## config.mk

```make
export PLATFORM = sky130hd
export DESIGN_NAME = dnc_read_unit
export DESIGN_NICKNAME = d
export VERILOG_FILES = /design/src/dnc_dims_pkg.sv /design/src/dnc_types_pkg.sv /design/src/dnc_operand_buffer.sv /design/src/dnc_read_vectors.sv /design/src/dnc_read_streamer.sv /design/src/dnc_read_unit.sv
export SDC_FILE = /design/constraint.sdc
export NUM_CORES = 1
export LEC_CHECK = 0
export ABC_AREA = 1
export BUFFER_PORTS_ARGS = -buffer_cell sky130_fd_sc_hd__buf_4
export CORE_MARGIN = 5
export CORE_UTILIZATION = 25
export CTS_CLUSTER_DIAMETER = 150
export DETAILED_ROUTE_END_ITERATION = 12
export SLEW_MARGIN = 0
export SYNTH_ARGS = -nofsm -noshare
export SYNTH_HDL_FRONTEND = slang
export SYNTH_SLANG_ARGS = --single-unit
```

## constraint.sdc

```tcl
create_clock -name CLK -period 8.2 [get_ports CLK]
set_input_delay 0 -clock CLK [delete_from_list [all_inputs] [get_ports CLK]]
set_output_delay 0 -clock CLK [all_outputs]
set_load 0.02 [all_outputs]
```

## src/dnc_dims_pkg.sv

```systemverilog
// Fixed dimensions and Q8.8 number format of the read unit
// Index widths come from $clog2, so every dimension must be 2 or more
// Changing a size needs a full rebuild of every file that imports this package
package dnc_dims_pkg;

  ////////////////////////////////////////////////////////////
  // Matrix dimensions
  ////////////////////////////////////////////////////////////

  localparam int MEM_LOCATIONS = 4;  // N, memory rows
  localparam int WORD_ELEMS    = 4;  // W, elements per row
  localparam int READ_HEADS    = 2;  // R, read heads

  // Operand buffer sizes
  localparam int MEM_DEPTH    = MEM_LOCATIONS * WORD_ELEMS;
  localparam int WEIGHT_DEPTH = READ_HEADS * MEM_LOCATIONS;

  // Index widths
  localparam int LOC_BITS          = $clog2(MEM_LOCATIONS);
  localparam int ELEM_BITS         = $clog2(WORD_ELEMS);
  localparam int HEAD_BITS         = $clog2(READ_HEADS);
  localparam int MEM_INDEX_BITS    = $clog2(MEM_DEPTH);
  localparam int WEIGHT_INDEX_BITS = $clog2(WEIGHT_DEPTH);

  ////////////////////////////////////////////////////////////
  // Fixed-point format
  ////////////////////////////////////////////////////////////

  localparam int WORD_BITS  = 16;  // Signed Q8.8
  localparam int FRAC_BITS  = 8;
  localparam int ACC_BITS   = 40;  // Q16.16 plus guard bits
  localparam int ROUND_HALF = 2 ** (FRAC_BITS - 1);
  localparam int WORD_MAX   = 2 ** (WORD_BITS - 1) - 1;
  localparam int WORD_MIN   = -(2 ** (WORD_BITS - 1));

endpackage

```

## src/dnc_types_pkg.sv

```systemverilog
// Word types and packed records passed between controller, streamer and testbench
// Field widths follow the sizes in the dimensions package
package dnc_types_pkg;

  import dnc_dims_pkg::*;

  ////////////////////////////////////////////////////////////
  // Scalar types
  ////////////////////////////////////////////////////////////

  // One data word, signed Q8.8
  typedef logic signed [WORD_BITS-1:0] dnc_word_t;

  // Accumulator, signed Q16.16 with headroom for N products
  typedef logic signed [ACC_BITS-1:0] dnc_acc_t;

  // Loop indices
  typedef logic [HEAD_BITS-1:0] head_idx_t;
  typedef logic [ELEM_BITS-1:0] elem_idx_t;
  typedef logic [LOC_BITS-1:0]  loc_idx_t;

  ////////////////////////////////////////////////////////////
  // Records
  ////////////////////////////////////////////////////////////

  // Full-precision sum of one (i,k) pair, controller to streamer
  typedef struct packed {
    head_idx_t i;
    elem_idx_t k;
    dnc_acc_t  acc;
  } read_sum_t;

  // Rounded read vector element, as seen at the top level
  typedef struct packed {
    head_idx_t i;
    elem_idx_t k;
    dnc_word_t value;
  } read_elem_t;

endpackage

```

## src/dnc_operand_buffer.sv

```systemverilog
// Operand store filled in arrival order, one element per load strobe
// Strobes beyond DEPTH are dropped until clear empties the buffer
// Contents are not reset, only the fill count
`timescale 1ns/1ps

module dnc_operand_buffer #(
  parameter type ELEM_T = logic [15:0],
  parameter int  DEPTH  = 16
) (
  input  logic                     CLK,
  input  logic                     RST,
  input  logic                     clear,
  input  logic                     load,
  input  ELEM_T                    load_data,
  input  logic [$clog2(DEPTH)-1:0] rd_index,
  output ELEM_T                    rd_data,
  output logic                     full
);

  ////////////////////////////////////////////////////////////
  // Local sizes and storage
  ////////////////////////////////////////////////////////////

  localparam int IDX_BITS   = $clog2(DEPTH);
  localparam int COUNT_BITS = $clog2(DEPTH + 1);

  // Element storage
  ELEM_T mem_q [DEPTH];

  // Number of elements held, also the next write slot
  logic [COUNT_BITS-1:0] count_q;

  // Write accepted this cycle
  logic wr_en;

  ////////////////////////////////////////////////////////////
  // Fill control
  ////////////////////////////////////////////////////////////

  assign full  = (count_q == COUNT_BITS'(DEPTH));
  // Clear takes priority over a load in the same cycle
  assign wr_en = load && !full && !clear;

  always_ff @(posedge CLK or posedge RST) begin
    if (RST) begin
      count_q <= '0;
    end else if (clear) begin
      count_q <= '0;
    end else if (wr_en) begin
      count_q <= count_q + 1'b1;
    end
  end

  ////////////////////////////////////////////////////////////
  // Storage write and read
  ////////////////////////////////////////////////////////////

  always_ff @(posedge CLK) begin
    if (wr_en) begin
      mem_q[count_q[IDX_BITS-1:0]] <= load_data;
    end
  end

  // Combinational read for the controller
  assign rd_data = mem_q[rd_index];

endmodule

```

## src/dnc_read_vectors.sv

```systemverilog
// Controller and MAC for r(i,k) = sum over j of M(j,k) * w(i,j)
// One product per cycle, N cycles per pair plus one cycle to issue the sum
// Operands must be fully loaded before accumulation begins
// start is ignored outside idle
`timescale 1ns/1ps

module dnc_read_vectors (
  input  logic                                        CLK,
  input  logic                                        RST,
  input  logic                                        start,
  input  logic                                        mem_full,
  input  logic                                        weight_full,
  input  dnc_types_pkg::dnc_word_t                    mem_data,
  input  dnc_types_pkg::dnc_word_t                    weight_data,
  output logic [dnc_dims_pkg::MEM_INDEX_BITS-1:0]     mem_index,
  output logic [dnc_dims_pkg::WEIGHT_INDEX_BITS-1:0]  weight_index,
  output logic                                        clear,
  output logic                                        sum_valid,
  output dnc_types_pkg::read_sum_t                    sum,
  output logic                                        last_sum
);

  import dnc_dims_pkg::*;
  import dnc_types_pkg::*;

  ////////////////////////////////////////////////////////////
  // FSM and loop state
  ////////////////////////////////////////////////////////////

  typedef enum logic [1:0] {
    ST_IDLE,
    ST_WAIT_OPERANDS,
    ST_ACCUMULATE,
    ST_ISSUE
  } state_t;

  state_t state_q;

  // Loop counters, i outer, k middle, j inner
  head_idx_t i_q;
  elem_idx_t k_q;
  loc_idx_t  j_q;

  // Running sum of the current pair
  dnc_acc_t acc_q;
  dnc_acc_t product;

  logic operands_ready;
  logic last_loc;
  logic last_elem;
  logic last_pair;

  ////////////////////////////////////////////////////////////
  // Datapath
  ////////////////////////////////////////////////////////////

  // Both buffers full and not being emptied by the previous run
  assign operands_ready = mem_full && weight_full && !clear;

  assign last_loc  = (j_q == loc_idx_t'(MEM_LOCATIONS - 1));
  assign last_elem = (k_q == elem_idx_t'(WORD_ELEMS - 1));
  assign last_pair = last_elem && (i_q == head_idx_t'(READ_HEADS - 1));

  // Memory is row-major, M(j,k) at j*W + k
  assign mem_index    = MEM_INDEX_BITS'(j_q * WORD_ELEMS + k_q);
  // Weighting is head-major, w(i,j) at i*N + j
  assign weight_index = WEIGHT_INDEX_BITS'(i_q * MEM_LOCATIONS + j_q);

  // Q8.8 times Q8.8 gives Q16.16, sign-extended to accumulator width
  always_comb begin
    product = mem_data * weight_data;
  end

  ////////////////////////////////////////////////////////////
  // Control
  ////////////////////////////////////////////////////////////

  always_ff @(posedge CLK or posedge RST) begin
    if (RST) begin
      state_q   <= ST_IDLE;
      i_q       <= '0;
      k_q       <= '0;
      j_q       <= '0;
      acc_q     <= '0;
      sum_valid <= 1'b0;
      last_sum  <= 1'b0;
      clear     <= 1'b0;
    end else begin
      // Strobes default low
      sum_valid <= 1'b0;
      last_sum  <= 1'b0;
      // Buffers are emptied one cycle after the final sum
      clear     <= last_sum;

      case (state_q)
        ST_IDLE: begin
          if (start) begin
            state_q <= operands_ready ? ST_ACCUMULATE : ST_WAIT_OPERANDS;
          end
        end

        ST_WAIT_OPERANDS: begin
          if (operands_ready) begin
            state_q <= ST_ACCUMULATE;
          end
        end

        ST_ACCUMULATE: begin
          acc_q <= acc_q + product;
          if (last_loc) begin
            j_q     <= '0;
            state_q <= ST_ISSUE;
          end else begin
            j_q <= j_q + 1'b1;
          end
        end

        ST_ISSUE: begin
          sum_valid <= 1'b1;
          acc_q     <= '0;
          if (last_pair) begin
            last_sum <= 1'b1;
            i_q      <= '0;
            k_q      <= '0;
            state_q  <= ST_IDLE;
          end else begin
            // Next element of the same head, or first element of the next head
            if (last_elem) begin
              k_q <= '0;
              i_q <= i_q + 1'b1;
            end else begin
              k_q <= k_q + 1'b1;
            end
            state_q <= ST_ACCUMULATE;
          end
        end

        default: begin
          state_q <= ST_IDLE;
        end
      endcase
    end
  end

  ////////////////////////////////////////////////////////////
  // Sum payload
  ////////////////////////////////////////////////////////////

  // Captured alongside sum_valid, held otherwise
  always_ff @(posedge CLK) begin
    if (state_q == ST_ISSUE) begin
      sum.i   <= i_q;
      sum.k   <= k_q;
      sum.acc <= acc_q;
    end
  end

endmodule

```

## src/dnc_read_streamer.sv

```systemverilog
// Output stage, Q16.16 sum to Q8.8 with round half up and saturation
// One register cycle from sum_valid to r_out_k_enable, no stall possible
// ready follows the last element by one cycle
`timescale 1ns/1ps

module dnc_read_streamer (
  input  logic                      CLK,
  input  logic                      RST,
  input  logic                      sum_valid,
  input  dnc_types_pkg::read_sum_t  sum,
  input  logic                      last_sum,
  output logic                      r_out_k_enable,
  output logic                      r_out_i_enable,
  output dnc_types_pkg::read_elem_t r_out,
  output logic                      ready
);

  import dnc_dims_pkg::*;
  import dnc_types_pkg::*;

  ////////////////////////////////////////////////////////////
  // Rounding and saturation
  ////////////////////////////////////////////////////////////

  dnc_acc_t  rounded;
  dnc_acc_t  shifted;
  dnc_word_t sat_word;

  // last_sum lined up with the final element
  logic last_q;

  always_comb begin
    // Half an output step, then drop the extra fraction bits
    rounded = sum.acc + dnc_acc_t'(ROUND_HALF);
    // Arithmetic shift keeps the sign
    shifted = rounded >>> FRAC_BITS;

    // Clamp to the signed word range
    if (shifted > dnc_acc_t'(WORD_MAX)) begin
      sat_word = dnc_word_t'(WORD_MAX);
    end else if (shifted < dnc_acc_t'(WORD_MIN)) begin
      sat_word = dnc_word_t'(WORD_MIN);
    end else begin
      sat_word = shifted[WORD_BITS-1:0];
    end
  end

  ////////////////////////////////////////////////////////////
  // Output strobes
  ////////////////////////////////////////////////////////////

  always_ff @(posedge CLK or posedge RST) begin
    if (RST) begin
      r_out_k_enable <= 1'b0;
      r_out_i_enable <= 1'b0;
      last_q         <= 1'b0;
      ready          <= 1'b0;
    end else begin
      r_out_k_enable <= sum_valid;
      // Head strobe marks the first element of each head
      r_out_i_enable <= sum_valid && (sum.k == '0);
      // Final element leaves a cycle after last_sum, ready one cycle after that
      last_q         <= last_sum;
      ready          <= last_q;
    end
  end

  ////////////////////////////////////////////////////////////
  // Output element
  ////////////////////////////////////////////////////////////

  // Holds the last element between strobes
  always_ff @(posedge CLK) begin
    if (sum_valid) begin
      r_out.i     <= sum.i;
      r_out.k     <= sum.k;
      r_out.value <= sat_word;
    end
  end

endmodule

```

## src/dnc_read_unit.sv

```systemverilog
// Read vector unit of a DNC memory, operands streamed in, r(i,k) streamed out
// Load memory row-major and weightings head-major, then pulse start
// Loads for the next run are taken only after ready
`timescale 1ns/1ps

module dnc_read_unit (
  input  logic                      CLK,
  input  logic                      RST,
  input  logic                      start,
  input  logic                      m_in_enable,
  input  dnc_types_pkg::dnc_word_t  m_in,
  input  logic                      w_in_enable,
  input  dnc_types_pkg::dnc_word_t  w_in,
  output logic                      ready,
  output logic                      r_out_k_enable,
  output logic                      r_out_i_enable,
  output dnc_types_pkg::read_elem_t r_out
);

  import dnc_dims_pkg::*;
  import dnc_types_pkg::*;

  ////////////////////////////////////////////////////////////
  // Interconnect
  ////////////////////////////////////////////////////////////

  // Buffer read ports
  logic [MEM_INDEX_BITS-1:0]    mem_index;
  logic [WEIGHT_INDEX_BITS-1:0] weight_index;
  dnc_word_t                    mem_data;
  dnc_word_t                    weight_data;
  logic                         mem_full;
  logic                         weight_full;

  // End-of-run empty pulse to both buffers
  logic clear;

  // Controller to streamer
  logic      sum_valid;
  read_sum_t sum;
  logic      last_sum;

  ////////////////////////////////////////////////////////////
  // Operand buffers
  ////////////////////////////////////////////////////////////

  // Memory matrix M, N x W
  dnc_operand_buffer #(
    .ELEM_T (dnc_word_t),
    .DEPTH  (MEM_DEPTH)
  ) i_mem_buffer (
    .CLK       (CLK),
    .RST       (RST),
    .clear     (clear),
    .load      (m_in_enable),
    .load_data (m_in),
    .rd_index  (mem_index),
    .rd_data   (mem_data),
    .full      (mem_full)
  );

  // Read weightings w, R x N
  dnc_operand_buffer #(
    .ELEM_T (dnc_word_t),
    .DEPTH  (WEIGHT_DEPTH)
  ) i_weight_buffer (
    .CLK       (CLK),
    .RST       (RST),
    .clear     (clear),
    .load      (w_in_enable),
    .load_data (w_in),
    .rd_index  (weight_index),
    .rd_data   (weight_data),
    .full      (weight_full)
  );

  ////////////////////////////////////////////////////////////
  // Controller and output stage
  ////////////////////////////////////////////////////////////

  dnc_read_vectors i_read_vectors (
    .CLK          (CLK),
    .RST          (RST),
    .start        (start),
    .mem_full     (mem_full),
    .weight_full  (weight_full),
    .mem_data     (mem_data),
    .weight_data  (weight_data),
    .mem_index    (mem_index),
    .weight_index (weight_index),
    .clear        (clear),
    .sum_valid    (sum_valid),
    .sum          (sum),
    .last_sum     (last_sum)
  );

  dnc_read_streamer i_read_streamer (
    .CLK            (CLK),
    .RST            (RST),
    .sum_valid      (sum_valid),
    .sum            (sum),
    .last_sum       (last_sum),
    .r_out_k_enable (r_out_k_enable),
    .r_out_i_enable (r_out_i_enable),
    .r_out          (r_out),
    .ready          (ready)
  );

endmodule

```

==> summary.txt <==
Route
  – Drt total wl: 96,000 µm
  – Final ANT Viol Nets: 0
  – DRT Pass-1 Iters: 6
  – DRC violation count after routing: 0
  – Iteration-0 DRC Markers: 1,917
  – Vias/cell: 4.52
  – Routed vias: 25,926
  – Drt wl/cell: 16.7 µm

Timing
  – Minimum clock period: 8320 ps
  – Final setup fails: 7
  – Slew HR: 27.8%
  – Fin crit share: 101%
  – Final WS setup: -119 ps
  – RSZ-0062 raised after global routing: yes
  – Max Fclk: 120 MHz
  – Max Slew Vio Count: 0
  – Worst-Margin Slew: 1080 ps
  – Clock Skew: 35.5 ps
  – Hold Vio Cnt, Final: 0

Clock tree
  – CTS clock-pin slew for the worst setup and hold paths: 70 ps
  – Clock Path Buffers: 3
  – Clock Tree Root: clkbuf_16
  – CTS tree: done
  – Clock Sinks: 501
  – Skew-Pair Late Insertion Delay: 620 ps
  – CTS HTree Levels: 2
  – CTS Buf Count: 48

Logic synthesis
  – Yosys reg bits: 501
  – Synthesis warning total: 0
  – Synth async-reset ratio: 12.4%
  – Average cell area after synthesis: 9.73 µm²
  – Ys flop type: edfxtp_1
  – Post-synth EDFFs: 439
  – Synthesized net count: 3,833
  – Syn Inst Count: 3,400
  – Register area share after synthesis: 44.5%
  – Post-synth design cell area: 0.0331 mm²
  – Netlist cell types: 50

Layout
  – Fin area: 0.0437 mm²
  – Ratio of cells with drive above 1 in the final layout: 27.6%
  – Layout area overhead: 32.1%
  – Nets: 4,377
  – Final std cells w/o fill: 5,737
  – Antenna Cells: 0
  – Most common cell after layout, fill and taps aside: nand2_1
  – Commonest non-fill, non-tap cells in the layout: nand2_1, buf_4, inv_1, edfxtp_1, nor2_1

Global routing
  – Pin count of the biggest net entering global routing: 62
  – Congestion Overflow GR: 0
  – GRT Overall Usage: 13.2%
  – Antenna violations before repair: 1
  – First-pass GRT wire length: 148,000 µm
  – Vias in the first global route: 26,155

Placed design
  – Placed cells: 5,532
  – PortBufs: 58
  – GPL Wtd Cong: 0.950
  – Dpl hpwl: 70,800 µm
  – Placed cell area: 0.0388 mm²

Setup path
  – Most frequent CP cell: fa_1
  – Crit-path slowest cell: dfrtp_4
  – Maximum fanout along the worst path: 8
  – Arrival time at the worst endpoint: 8870 ps
  – CP Launch Type: flop
  – Critical setup path kind: flop to flop
  – Max incr delay on CP: 570 ps
  – Crit. End Element: flop
  – WP data required: 8750 ps

Die
  – Die Y-Extent: 374 µm
  – # IOs: 59
  – Die width: 374 µm
  – # rows: 133
  – Core Area: 0.131 mm²
  – Initial Util: 25.2%
  – Die Area: 0.140 mm²

Status
  – Outcome: complete, but fails checks
  – Failing checks: setup timing

Hold path
  – Hold WC Path Type: primary input to flop

Flow run
  – Max capacitance violation total: 0
[registers in the layout, summed over array words and instances, names as in the netlist, 2 cells and up]
name,count
i_mem_buffer.mem_q,256
i_weight_buffer.mem_q,128
i_read_vectors.acc_q,40
i_read_vectors.sum,36
i_read_streamer.r_out,19
i_mem_buffer.count_q,5
i_weight_buffer.count_q,4
i_read_vectors.j_q,2
i_read_vectors.k_q,2
i_read_vectors.state_q,2
[logic make-up after synthesis]
group | after synthesis | synth area share (%)
and+or+nand+nor | 1297 | 15.6
buffers and inverters | 640 | 7.51
DFF | 501 | 44.5
AOI/OAI and AO/OA | 472 | 8.70
adders and majority gates | 396 | 20.9
xor gates and xnor gates | 51 | 1.35
muxes | 43 | 1.30
[layer usage]
metal,vias to the layer above,GRT usage (%),wire [µm]
li1,12252,-,-
met1,12745,17.7,42100
met2,764,22.4,45800
met3,163,1.98,5310
met4,2,3.56,2740
met5,-,0,13
[path summary, 6_finish.rpt]
path	start	to	slack [ps]	cells after the start
min in group asynchronous	RST	i_read_streamer.r_out_k_enable	350	4
hold reg to reg	i_read_vectors.last_sum	i_read_streamer.last_q	350	0
setup / recovery	i_read_vectors.k_q[0]	i_read_vectors.acc_q[35]	-120	39
setup reg to reg	i_read_vectors.k_q[0]	i_read_vectors.acc_q[35]	-120	39
max in group asynchronous	RST	i_read_vectors.k_q[1]	6580	5
hold / removal	w_in[11]	i_weight_buffer.mem_q[7][11]	180	2
[per-stage QoR]
stage	utilization, %	worst slack, ps	hold WS, ps	TNS [ps]
global route	33.2	-434	170	-5620
finish	33.2	-119	181	-349
CTS	31.8	-93.6	149	-486
global placement	29.5	-686	-145	-7220
floorplan	-	325	98.9	0
detailed placement	29.5	-732	-148	-9050
[layout make-up]
| class | count | area, µm² |
|---|---|---|
| clock buffer | 57 | 1240 |
| timing repair buffer | 595 | 5230 |
| tap | 1755 | 2200 |
| sequential | 501 | 14700 |
| inverter | 539 | 2080 |
| fill | 13306 | 87800 |
| clock inverter | 31 | 344 |
| multi-input combinational | 2259 | 17900 |
[worst max-delay path: cells and delay by family, from the launching register on]
family | cells | cell delay [ps]
fa+ha+maj | 8 | 3630
buf+inv | 10 | 1340
simple gates | 13 | 1280
compound gates | 7 | 1280
flops | 1 | 570
xor+xnor | 1 | 150
[synth_stat cells (all sizes together), types with 8 or more instances]
master | instances | area share [%]
or2 | 8 | 0.15
a21oi | 108 | 1.6
nor3 | 26 | 0.41
nand4 | 13 | 0.25
inv | 528 | 6.0
o21ai | 197 | 3.0
nand3 | 88 | 1.3
xnor2 | 17 | 0.45
xor2 | 34 | 0.90
dfrtp | 62 | 4.7
clkbuf | 45 | 0.51
mux2i | 43 | 1.3
nor2 | 484 | 5.6
o22ai | 20 | 0.38
clkinv | 11 | 0.12
o211ai | 24 | 0.54
o221ai | 44 | 1.2
buf | 56 | 0.88
nand2 | 668 | 7.6
ha | 133 | 5.0
o21bai | 11 | 0.25
o32ai | 21 | 0.56
a32o | 16 | 0.48
edfxtp | 439 | 40
a31oi | 10 | 0.19
fa | 263 | 16
[timing repair]
item                                   4_1_cts  5_1_grt
setup buffers                               34       41
gates resized for setup                    175      417
cloned                                       4        1
hold buffers                                37        0
pin swaps                                   70      165
endpoints found under the hold margin      456        0
setup endpoints to repair                   26       27
Power is left out: the tool's default activity adds up to more than one toggle a clock period on the data nets, which glitch-free logic cannot reach.
